[src/logic/dma_pkg.sv]
package dma_pkg;

    // Bus widths
    localparam int addr_w = 32;
    localparam int data_w = 64;
    localparam int len_w  = 8;    // AXI4 LEN field

    typedef logic [addr_w-1:0] addr_t;
    typedef logic [data_w-1:0] data_t;
    typedef logic [len_w-1:0]  len_t;   // Beats minus one
    typedef logic [1:0]        resp_t;

    // --------------------
    // Beat buffer sizing
    // --------------------
    localparam int fifo_depth = 16;
    localparam int fifo_ptr_w = 4;      // log2 of fifo_depth

    // --------------------
    // AXI encodings
    // --------------------
    localparam logic [2:0] axi_size_beat  = 3'd3;   // 8 bytes per beat
    localparam logic [1:0] axi_burst_incr = 2'd1;   // INCR
    localparam resp_t      resp_okay      = 2'b00;

    // Job controller state
    typedef enum logic [1:0] {
        st_idle,
        st_busy,
        st_done
    } ctrl_state_t;

endpackage

[src/logic/copy_control.sv]
`timescale 1ns/10ps

module copy_control (
    input  logic                M_AXI_ACLK,
    input  logic                rst,
    input  logic                start,
    input  dma_pkg::addr_t      src_addr,
    input  dma_pkg::addr_t      dst_addr,
    input  dma_pkg::len_t       burst_len,
    input  logic                rd_done,    // Reader finished pulse
    input  logic                rd_err,     // Valid with rd_done
    input  logic                wr_done,    // Writer finished pulse
    input  logic                wr_err,     // Valid with wr_done
    output logic                go,
    output dma_pkg::addr_t      job_src,
    output dma_pkg::addr_t      job_dst,
    output dma_pkg::len_t       job_len,
    output logic                busy,
    output logic                done,
    output logic                irq,
    output logic                error
);

    dma_pkg::ctrl_state_t state;
    logic                 rd_fin;     // Reader already reported
    logic                 wr_fin;     // Writer already reported
    logic                 all_fin;

    // Start only counts outside a running job
    assign go      = start && (state != dma_pkg::st_busy);
    // Pulses may land in either order, or together
    assign all_fin = (rd_fin || rd_done) && (wr_fin || wr_done);

    assign busy = (state == dma_pkg::st_busy);
    assign done = (state == dma_pkg::st_done);   // Held until next go

    // --------------------
    // Job registers
    // --------------------
    always_ff @(posedge M_AXI_ACLK) begin
        if (go) begin
            job_src <= src_addr;
            job_dst <= dst_addr;
            job_len <= burst_len;
        end
    end

    // --------------------
    // Job FSM
    // --------------------
    always_ff @(posedge M_AXI_ACLK) begin
        if (rst) begin
            state  <= dma_pkg::st_idle;
            rd_fin <= 1'b0;
            wr_fin <= 1'b0;
            irq    <= 1'b0;
            error  <= 1'b0;
        end else begin
            irq <= 1'b0;                            // Single-cycle by default
            if (go) begin
                state  <= dma_pkg::st_busy;
                rd_fin <= 1'b0;
                wr_fin <= 1'b0;
                error  <= 1'b0;                     // Fresh job, fresh flag
            end else if (state == dma_pkg::st_busy) begin
                if (rd_done) rd_fin <= 1'b1;
                if (wr_done) wr_fin <= 1'b1;
                // Sticky over the job
                if ((rd_done && rd_err) || (wr_done && wr_err)) error <= 1'b1;
                if (all_fin) begin
                    state <= dma_pkg::st_done;
                    irq   <= 1'b1;
                end
            end
        end
    end

endmodule

[src/logic/burst_reader.sv]
`timescale 1ns/10ps

module burst_reader (
    input  logic                M_AXI_ACLK,
    input  logic                rst,
    input  logic                go,
    input  dma_pkg::addr_t      job_src,
    input  dma_pkg::len_t       job_len,
    // AR channel
    input  logic                arready,
    output logic                arvalid,
    output dma_pkg::addr_t      araddr,
    output dma_pkg::len_t       arlen,
    // R channel
    input  logic                rvalid,
    input  dma_pkg::data_t      rdata,
    input  dma_pkg::resp_t      rresp,
    input  logic                rlast,
    output logic                rready,
    // Beat FIFO push side
    input  logic                fifo_in_ready,
    output logic                fifo_in_valid,
    output dma_pkg::data_t      fifo_in_data,
    // Status to controller
    output logic                rd_done,
    output logic                rd_err
);

    logic ar_pend;     // AR not yet accepted
    logic rd_active;   // Burst in progress until rlast
    logic beat_acc;

    // Request fields come straight from the latched job
    assign araddr  = job_src;
    assign arlen   = job_len;
    assign arvalid = ar_pend;

    // R straight into the FIFO, only while a burst is open
    assign rready        = fifo_in_ready && rd_active;
    assign fifo_in_valid = rvalid && rd_active;
    assign fifo_in_data  = rdata;
    assign beat_acc      = rvalid && rready;

    // --------------------
    // Burst tracking
    // --------------------
    always_ff @(posedge M_AXI_ACLK) begin
        if (rst) begin
            ar_pend   <= 1'b0;
            rd_active <= 1'b0;
            rd_done   <= 1'b0;
            rd_err    <= 1'b0;
        end else begin
            rd_done <= beat_acc && rlast;           // Cycle after last beat
            if (go) begin
                ar_pend   <= 1'b1;
                rd_active <= 1'b1;
                rd_err    <= 1'b0;
            end else begin
                if (arvalid && arready) ar_pend <= 1'b0;   // Held until taken
                if (beat_acc && rlast) rd_active <= 1'b0;
                if (beat_acc && (rresp != dma_pkg::resp_okay)) begin
                    rd_err <= 1'b1;                 // Any bad beat marks the burst
                end
            end
        end
    end

endmodule

[src/logic/beat_fifo.sv]
`timescale 1ns/10ps

module beat_fifo (
    input  logic                M_AXI_ACLK,
    input  logic                rst,
    // Push side
    input  logic                in_valid,
    input  dma_pkg::data_t      in_data,
    output logic                in_ready,
    // Pop side
    input  logic                out_ready,
    output logic                out_valid,
    output dma_pkg::data_t      out_data
);

    dma_pkg::data_t               mem [dma_pkg::fifo_depth];
    logic [dma_pkg::fifo_ptr_w-1:0] wr_ptr;
    logic [dma_pkg::fifo_ptr_w-1:0] rd_ptr;
    logic [dma_pkg::fifo_ptr_w:0]   count;   // One extra bit for full
    logic                         full;
    logic                         push;
    logic                         pop;

    assign full      = count[dma_pkg::fifo_ptr_w];   // Depth is a power of two
    assign out_valid = (count != '0);
    assign out_data  = mem[rd_ptr];                  // Head of queue
    // A pop frees a slot in the same cycle
    assign in_ready  = !full || out_ready;

    assign push = in_valid && in_ready;
    assign pop  = out_valid && out_ready;

    // Storage
    always_ff @(posedge M_AXI_ACLK) begin
        if (push) mem[wr_ptr] <= in_data;
    end

    // --------------------
    // Pointers and count
    // --------------------
    always_ff @(posedge M_AXI_ACLK) begin
        if (rst) begin
            wr_ptr <= '0;
            rd_ptr <= '0;
            count  <= '0;
        end else begin
            if (push) wr_ptr <= wr_ptr + 1'b1;   // Wraps at depth
            if (pop)  rd_ptr <= rd_ptr + 1'b1;
            case ({push, pop})
                2'b10:   count <= count + 1'b1;
                2'b01:   count <= count - 1'b1;
                default: count <= count;          // Both or neither
            endcase
        end
    end

endmodule

[src/logic/burst_writer.sv]
`timescale 1ns/10ps

module burst_writer (
    input  logic                M_AXI_ACLK,
    input  logic                rst,
    input  logic                go,
    input  dma_pkg::addr_t      job_dst,
    input  dma_pkg::len_t       job_len,
    // AW channel
    input  logic                awready,
    output logic                awvalid,
    output dma_pkg::addr_t      awaddr,
    output dma_pkg::len_t       awlen,
    // W channel
    input  logic                wready,
    output logic                wvalid,
    output dma_pkg::data_t      wdata,
    output logic                wlast,
    // B channel
    input  logic                bvalid,
    input  dma_pkg::resp_t      bresp,
    output logic                bready,
    // Beat FIFO pop side
    input  logic                fifo_out_valid,
    input  dma_pkg::data_t      fifo_out_data,
    output logic                fifo_out_ready,
    // Status to controller
    output logic                wr_done,
    output logic                wr_err
);

    typedef enum logic [1:0] {
        wr_idle,
        wr_aw,       // Address out, waiting on awready
        wr_data,     // Streaming beats
        wr_resp      // Waiting on B
    } wr_state_t;

    wr_state_t      state;
    dma_pkg::len_t  beat_cnt;    // Accepted W beats this burst
    logic           beat_acc;
    logic           b_acc;

    assign awaddr  = job_dst;
    assign awlen   = job_len;
    assign awvalid = (state == wr_aw);

    // Beats flow only after AW is accepted
    assign wvalid         = (state == wr_data) && fifo_out_valid;
    assign wdata          = fifo_out_data;
    assign wlast          = (state == wr_data) && (beat_cnt == job_len);
    assign fifo_out_ready = wvalid && wready;   // Pop on W handshake
    assign beat_acc       = fifo_out_ready;

    assign bready = (state == wr_resp);
    assign b_acc  = bvalid && bready;

    // --------------------
    // Write sequence
    // --------------------
    always_ff @(posedge M_AXI_ACLK) begin
        if (rst) begin
            state    <= wr_idle;
            beat_cnt <= '0;
            wr_done  <= 1'b0;
            wr_err   <= 1'b0;
        end else begin
            wr_done <= 1'b0;
            case (state)
                wr_idle: begin
                    if (go) begin
                        state    <= wr_aw;
                        beat_cnt <= '0;
                        wr_err   <= 1'b0;
                    end
                end
                wr_aw: begin
                    if (awready) state <= wr_data;      // awvalid is high here
                end
                wr_data: begin
                    if (beat_acc) begin
                        beat_cnt <= beat_cnt + 1'b1;
                        if (wlast) state <= wr_resp;    // Last beat taken
                    end
                end
                wr_resp: begin
                    if (b_acc) begin
                        state   <= wr_idle;
                        wr_done <= 1'b1;                // Cycle after B
                        wr_err  <= (bresp != dma_pkg::resp_okay);
                    end
                end
                default: state <= wr_idle;
            endcase
        end
    end

endmodule

[src/logic/dma_copy_top.sv]
`timescale 1ns/10ps

module dma_copy_top (
    input  logic                                  M_AXI_ACLK,
    input  logic                                  rst,
    // Job interface
    input  logic                                  start,
    input  dma_pkg::addr_t                        src_addr,
    input  dma_pkg::addr_t                        dst_addr,
    input  dma_pkg::len_t                         burst_len,
    output logic                                  busy,
    output logic                                  done,
    output logic                                  irq,
    output logic                                  error,
    // --------------------
    // AR channel
    // --------------------
    output dma_pkg::addr_t                        M_AXI_ARADDR,
    output dma_pkg::len_t                         M_AXI_ARLEN,
    output logic [2:0]                            M_AXI_ARSIZE,
    output logic [1:0]                            M_AXI_ARBURST,
    output logic                                  M_AXI_ARVALID,
    input  logic                                  M_AXI_ARREADY,
    // R channel
    input  dma_pkg::data_t                        M_AXI_RDATA,
    input  dma_pkg::resp_t                        M_AXI_RRESP,
    input  logic                                  M_AXI_RLAST,
    input  logic                                  M_AXI_RVALID,
    output logic                                  M_AXI_RREADY,
    // --------------------
    // AW channel
    // --------------------
    output dma_pkg::addr_t                        M_AXI_AWADDR,
    output dma_pkg::len_t                         M_AXI_AWLEN,
    output logic [2:0]                            M_AXI_AWSIZE,
    output logic [1:0]                            M_AXI_AWBURST,
    output logic                                  M_AXI_AWVALID,
    input  logic                                  M_AXI_AWREADY,
    // W channel
    output dma_pkg::data_t                        M_AXI_WDATA,
    output logic [dma_pkg::data_w/8-1:0]          M_AXI_WSTRB,
    output logic                                  M_AXI_WLAST,
    output logic                                  M_AXI_WVALID,
    input  logic                                  M_AXI_WREADY,
    // B channel
    input  dma_pkg::resp_t                        M_AXI_BRESP,
    input  logic                                  M_AXI_BVALID,
    output logic                                  M_AXI_BREADY
);

    // Controller to engines
    logic             go;
    dma_pkg::addr_t   job_src;
    dma_pkg::addr_t   job_dst;
    dma_pkg::len_t    job_len;
    logic             rd_done;
    logic             rd_err;
    logic             wr_done;
    logic             wr_err;

    // Reader to FIFO to writer
    logic             fifo_in_valid;
    logic             fifo_in_ready;
    dma_pkg::data_t   fifo_in_data;
    logic             fifo_out_valid;
    logic             fifo_out_ready;
    dma_pkg::data_t   fifo_out_data;

    // Fixed burst attributes, full 64-bit beats
    assign M_AXI_ARSIZE  = dma_pkg::axi_size_beat;
    assign M_AXI_ARBURST = dma_pkg::axi_burst_incr;
    assign M_AXI_AWSIZE  = dma_pkg::axi_size_beat;
    assign M_AXI_AWBURST = dma_pkg::axi_burst_incr;
    assign M_AXI_WSTRB   = '1;                       // Every byte written

    copy_control u_ctrl (
        .M_AXI_ACLK (M_AXI_ACLK),
        .rst        (rst),
        .start      (start),
        .src_addr   (src_addr),
        .dst_addr   (dst_addr),
        .burst_len  (burst_len),
        .rd_done    (rd_done),
        .rd_err     (rd_err),
        .wr_done    (wr_done),
        .wr_err     (wr_err),
        .go         (go),
        .job_src    (job_src),
        .job_dst    (job_dst),
        .job_len    (job_len),
        .busy       (busy),
        .done       (done),
        .irq        (irq),
        .error      (error)
    );

    burst_reader u_reader (
        .M_AXI_ACLK    (M_AXI_ACLK),
        .rst           (rst),
        .go            (go),
        .job_src       (job_src),
        .job_len       (job_len),
        .arready       (M_AXI_ARREADY),
        .arvalid       (M_AXI_ARVALID),
        .araddr        (M_AXI_ARADDR),
        .arlen         (M_AXI_ARLEN),
        .rvalid        (M_AXI_RVALID),
        .rdata         (M_AXI_RDATA),
        .rresp         (M_AXI_RRESP),
        .rlast         (M_AXI_RLAST),
        .rready        (M_AXI_RREADY),
        .fifo_in_ready (fifo_in_ready),
        .fifo_in_valid (fifo_in_valid),
        .fifo_in_data  (fifo_in_data),
        .rd_done       (rd_done),
        .rd_err        (rd_err)
    );

    // Lets reads run ahead of the write burst
    beat_fifo u_fifo (
        .M_AXI_ACLK (M_AXI_ACLK),
        .rst        (rst),
        .in_valid   (fifo_in_valid),
        .in_data    (fifo_in_data),
        .in_ready   (fifo_in_ready),
        .out_ready  (fifo_out_ready),
        .out_valid  (fifo_out_valid),
        .out_data   (fifo_out_data)
    );

    burst_writer u_writer (
        .M_AXI_ACLK     (M_AXI_ACLK),
        .rst            (rst),
        .go             (go),
        .job_dst        (job_dst),
        .job_len        (job_len),
        .awready        (M_AXI_AWREADY),
        .awvalid        (M_AXI_AWVALID),
        .awaddr         (M_AXI_AWADDR),
        .awlen          (M_AXI_AWLEN),
        .wready         (M_AXI_WREADY),
        .wvalid         (M_AXI_WVALID),
        .wdata          (M_AXI_WDATA),
        .wlast          (M_AXI_WLAST),
        .bvalid         (M_AXI_BVALID),
        .bresp          (M_AXI_BRESP),
        .bready         (M_AXI_BREADY),
        .fifo_out_valid (fifo_out_valid),
        .fifo_out_data  (fifo_out_data),
        .fifo_out_ready (fifo_out_ready),
        .wr_done        (wr_done),
        .wr_err         (wr_err)
    );

endmodule

[config.mk]
export PLATFORM = sky130hd
export DESIGN_NAME = dma_copy_top
export DESIGN_NICKNAME = d
export VERILOG_FILES = /design/src/logic/dma_pkg.sv /design/src/logic/copy_control.sv /design/src/logic/burst_reader.sv /design/src/logic/beat_fifo.sv /design/src/logic/burst_writer.sv /design/src/logic/dma_copy_top.sv
export SDC_FILE = /design/constraint.sdc
export NUM_CORES = 1
export LEC_CHECK = 0
export BUFFER_PORTS_ARGS = -buffer_cell sky130_fd_sc_hd__buf_4
export CAP_MARGIN = 5
export CORE_MARGIN = 2
export CORE_UTILIZATION = 54
export DETAILED_ROUTE_END_ITERATION = 16
export PLACE_DENSITY = 0.76
export SETUP_SLACK_MARGIN = 0.4
export SLEW_MARGIN = 20
export SYNTH_ARGS = -nofsm -noshare
export SYNTH_HDL_FRONTEND = slang
export SYNTH_SLANG_ARGS = --single-unit
[constraint.sdc]
create_clock -name M_AXI_ACLK -period 6.9 [get_ports M_AXI_ACLK]
set_input_delay 1.035 -clock M_AXI_ACLK [delete_from_list [all_inputs] [get_ports M_AXI_ACLK]]
set_output_delay 1.035 -clock M_AXI_ACLK [all_outputs]
set_load 0.02 [all_outputs]
# Word-level counts from Yosys, hierarchy flattened
# Memories as Yosys holds them, arrays and structs flattened. A register that Yosys moved wholly into a read port is not among the register bits.
# Cells that the tools add are included.
# op_classes
addsub	5
n_eq_ne	14
muxes	26
n_bitwise	2
n_reduce_logical	43
# op_table
op	count
$reduce_bool A2 Y1	9
$logic_and A1 B1 Y1	16
$mux W8	2
$pmux W8 S2	1
$mux W1	13
$mux W2	5
$pmux W5 S2	1
$reduce_and A2 Y1	5
$add A4 B1 Y4 const B	2
$add A8 B1 Y8 const B	1
$eq A2 B2 Y1 const B	4
$eq A8 B8 Y1	1
$mux W4	2
$ne A2 B2 Y1 const B	4
$pmux W2 S4	1
$eq A2 B1 Y1 const B	3
$reduce_and A3 Y1	2
$add A5 B1 Y5 const B	1
$reduce_and A5 Y1	1
$reduce_bool A5 Y1	1
$sub A5 B1 Y5 const B	1
$logic_or A1 B1 Y1	4
$ne A2 B1 Y1 const B	2
$reduce_or A2 Y1	2
other kinds (5)	6
# word_totals
reg_bits	107
ram_bits	1024
inputBits	149
out_inout_bits	172
word_cells	111
n_memories	1
# memory_table
memory	words	word_bits	read_ports	rd_ports_with_merged_regs	write_ports	line	text
u_fifo.mem	16	64	1	1	1	beat_fifo.sv:16	dma_pkg::data_t mem [dma_pkg::fifo_depth];

# Depth between registers and ports, before layout
# depth
ltp_word	9
mapped_depth	14
ltp_nobuf	13

# Modules after synthesis
# Synthesis repeated with hierarchy kept, for this count alone.
# hier_totals
hier_cells	1969
hier_area_um2	44477.7
# by_module_without_submodules
mod	n_inst	cells_each	area_per_inst_um2	seq_area_each_um2
beat_fifo	1	1537	39406.5	31089.8
copy_control	1	100	2414.8	2282.2
burst_writer	1	192	1569.0	240.2
burst_reader	1	120	944.7	80.1
dma_copy_top	1	20	142.6	0.0

# Worst setup path after synthesis
# OpenSTA, ideal clock, no wires.
# synth_path
path_type	in2reg
startpoint	input port M_AXI_WREADY
endpoint	memory u_fifo.mem[3][0] (netlist name) (enable)
setup_ns	0.565
arrival_time_ns	6.243
required_ns	6.335
path_slack_ns	0.092
stages	4
n_path_buf	0
path_cell_list	nand2_1 a211oi_2 nand2_1 nor3_1
# synth_between
elab_chain_cells	5
# synth_rtl
element	line	text
start, declared	dma_copy_top.sv:44	input logic M_AXI_WREADY,
$logic_and A1 B1 Y1	burst_writer.sv:52	assign fifo_out_ready = wvalid && wready;
$logic_or A1 B1 Y1	beat_fifo.sv:28	assign in_ready = !full || out_ready;
$logic_and A1 B1 Y1	beat_fifo.sv:30	assign push = in_valid && in_ready;
$mux W1	beat_fifo.sv:35	if (push) mem[wr_ptr] <= in_data;
$mux W1 (not written as such)	beat_fifo.sv:35	
end, declared	beat_fifo.sv:16	
# No other way between the ends.

==> results.md <==
- Status: completed
- CTS Sinks: 1135
- Vias per std cell: roughly 6.1
- Synth cell types: 47
- Largest net degree at the start of global routing: 108
- Synth Instances: ~1800
- Worst r2r src: u_writer.state[0]
- Pwr dens: ~280 nW/um2
- DIE AREA: between 80000 and 90000 um2
- CTS Buffer Depth: 3
- Hold/Removal Path Class: reg2reg
- Period minus WS final: 4630 ps
- PortBufs: between 300 and 400
- Worst Hold Launch: u_writer.wr_err
- Synth Cell Area: 42800 um2
- Sw Share: ~20%
- Initial DRC Count: between 2000 and 2500
- Area of the core: around 79000 um2
- # DRC: 0
- FP Rows: approximately 100
- Kind of critical path: reg2out
- Skew final: ~38 ps
- GRT overflow: 0
- Clock slew at the register clock pins of the worst setup and hold paths: roughly 60 ps
- TritonCTS clock tree: done
- Initial antenna violation count: 3
- Number of synthesized register bits: 1135
- Post-synthesis sequential area ratio: between 70% and 80%
- CP arrival: between 3000 and 4000 ps
- Cts repair resizes: 0
- Fin. max-slew vios: 0
- Seq pwr share: a little under three fifths
- Die width: 286 um
- Post-synth top area cell: edfxtp_1
- Max-slew headroom: ~25%
- Synth Area per Inst: 24.4 um2
- First-pass GRT wire length: between 100000 and 150000 um
- Layout cells sized above 1: between 30% and 40%
- Critical path endpoint category: primary output
- Vias in the first global route: around 21000
- Max-cap violations: 0
- DP Wirelength: around 51000 um
- I/O Pins: 321
- Switching Power: between 2000 and 3000 uW
- Post-synth ARST share: 0%
- Max Clock Freq: around 220 MHz
- Hold Violations, Final: 0
- Place WS: 2830 ps
- Clk_lat worst skew: between 600 and 700 ps
- Part of the cycle the worst path needs: 67.1%
- Final WL: 93200 um
- Final setup fails: 0
- Hold_buf cts: 0
- Synthesis Warnings: 0
- Drt pass-1 iters: 6
- Clock root cell: clkbuf_16
- Ys flop type: edfxtp_1
- Setup Buffers After CTS: 0
- Height of the die: around 290 um
- Drt wl/cell: roughly 29 um
- Internal power: approximately 11000 uW
- Worst-Margin Slew: 1120 ps
- WP data required: between 5000 and 6000 ps
- Post-synth EDFFs: 1096
- Lkg Pwr: approximately 0.016 uW
- Initial Utilization: between 50% and 60%
- Logic pwr share: 4.1%
- Total Neg Setup Slack: 0 ps
- VDD IR-drop max: between 0.0002 and 0.00025 V
- Fin nets: 2281
- PnR worst setup slack: 2270 ps
- Total number of vias: around 20000
- CP max FO: 36
- Synth top area cells: edfxtp_1 (77%), mux4_2 (17%), dfxtp_1 (1.8%)
- DRT antenna net count: 0
- H-tree depth: 3
- CP startpoint kind: flip-flop
- All-Layer GR Usage: roughly 23%
- RSZ-0062 raised after global routing: false
- CTS buffer count: approximately 110
- Synth top area share: between 70 and 80%
- GPL Wtd Cong: about 0.83
- Part of the power in the clock network: between 40% and 50%
- Synth-to-layout area growth: 16.0%
[routing by layer]
metal	share of wire, %	wire length, um	vias to the layer above	track usage, %
li1	-	-	8174	-
met1	37	34500	10477	30.3
met2	52	48900	1041	39.6
met3	8.1	7590	145	4.93
met4	2.4	2250	4	6.26
met5	0.025	23	-	0
[cell type report]
class | instances | area (um2)
Clock buffer | 138 | 2900
Inverter | 12 | 45.0
Tap cell | 1050 | 1310
Sequential cell | 1135 | 33700
Antenna cell | 1 | 2.50
Fill cell | 4991 | 29100
Clock inverter | 60 | 459
Timing Repair Buffer | 341 | 2700
Multi-Input combinational cell | 519 | 8570
[flip-flops by register name, summed over array words and instances (netlist names), 2 cells and up, named ones only]
name and flops:
u_writer.beat_cnt 8, u_ctrl.job_dst 32, u_ctrl.job_src 32, u_fifo.count 5, u_ctrl.job_len 8, u_fifo.wr_ptr 4, u_fifo.mem 1024, u_writer.state 2
u_ctrl.state 2, u_fifo.rd_ptr 4
[final timing paths]
| check | end | slack (ps) | cells after the start |
|---|---|---|---|
| setup reg to reg | u_fifo.mem[8][38] | 3330 | 8 |
| setup / recovery | M_AXI_WDATA[10] | 2270 | 4 |
| hold / removal | u_writer.wr_err | 490 | 2 |
| hold reg to reg | u_writer.wr_err | 490 | 2 |
[cell usage in the layout, fill, tap and decap left out, types with 5 or more instances in the layout]
master and count:
ha_1 14, xnor2_1 10, mux4_2 320, clkinv_2 20
inv_1 11, nand2b_1 8, edfxtp_1 1096, clkinv_1 29
a21oi_1 15, dfxtp_1 35, or3_1 6, mux2i_1 5
xor2_1 9, buf_4 332, nand2_1 14, nor2_1 29
nor2_4 12, o21ai_0 7, nor3_1 5, clkbuf_16 112
buf_12 6, clkbuf_1 26, bufinv_16 5, nand4_1 7
conb_1 18
[synth_stat cells (all sizes together), types with 2 or more instances]
cell	n
nand3b	2
xnor2	10
nand3	2
dfxtp	39
mux4	320
a21oi	15
o22ai	2
nand2b	8
o31ai	3
clkbuf	39
a22oi	4
buf	68
nor3b	2
edfxtp	1096
mux2i	5
nor3	9
nand2	14
or3	6
or4	2
nor2b	3
a211o	2
nand4	7
ha	14
o21ai	8
nor2	41
conb	2
xor2	9
inv	12
[power by group through the flow]
stage	registers, uW	logic (uW)	clock network [uW]
detailed placement	7790	563	0
global placement	7790	541	0
floorplan	7810	274	0
global route	7650	603	5960
finish	7640	560	5610
CTS	7640	566	5700
[logic make-up after synthesis]
kind of cell	synth area share (%)
XOR/XNOR	0.389
other	0.0175
buffers and inverters	1.79
flip-flops	78.7
multiplexers	17.0
adder cells (fa/ha/maj)	0.409
AND/OR/NAND/NOR	1.12
AO/OA/AOI/OAI	0.643
[critical path, stage by stage, from the launching register on]
cell     delay (ps)
dfxtp_4         870
buf_4           680
mux4_2          610
mux4_2          560
buf_4           200
[per-stage QoR]
stage	area, um2	utilization, %	hold slack [ps]	total power, uW	cells
2_1_floorplan	42900	-	444	8090	1773
3_3_place_gp	46200	58.7	466	8330	3054
3_5_place_dp	46300	58.8	478	8350	3057
4_1_cts	49700	63.1	489	13900	3255
5_1_grt	49700	63.1	498	14200	3256
6_report	49700	63.1	487	13800	3256
Power figures use the tool's default switching activity.
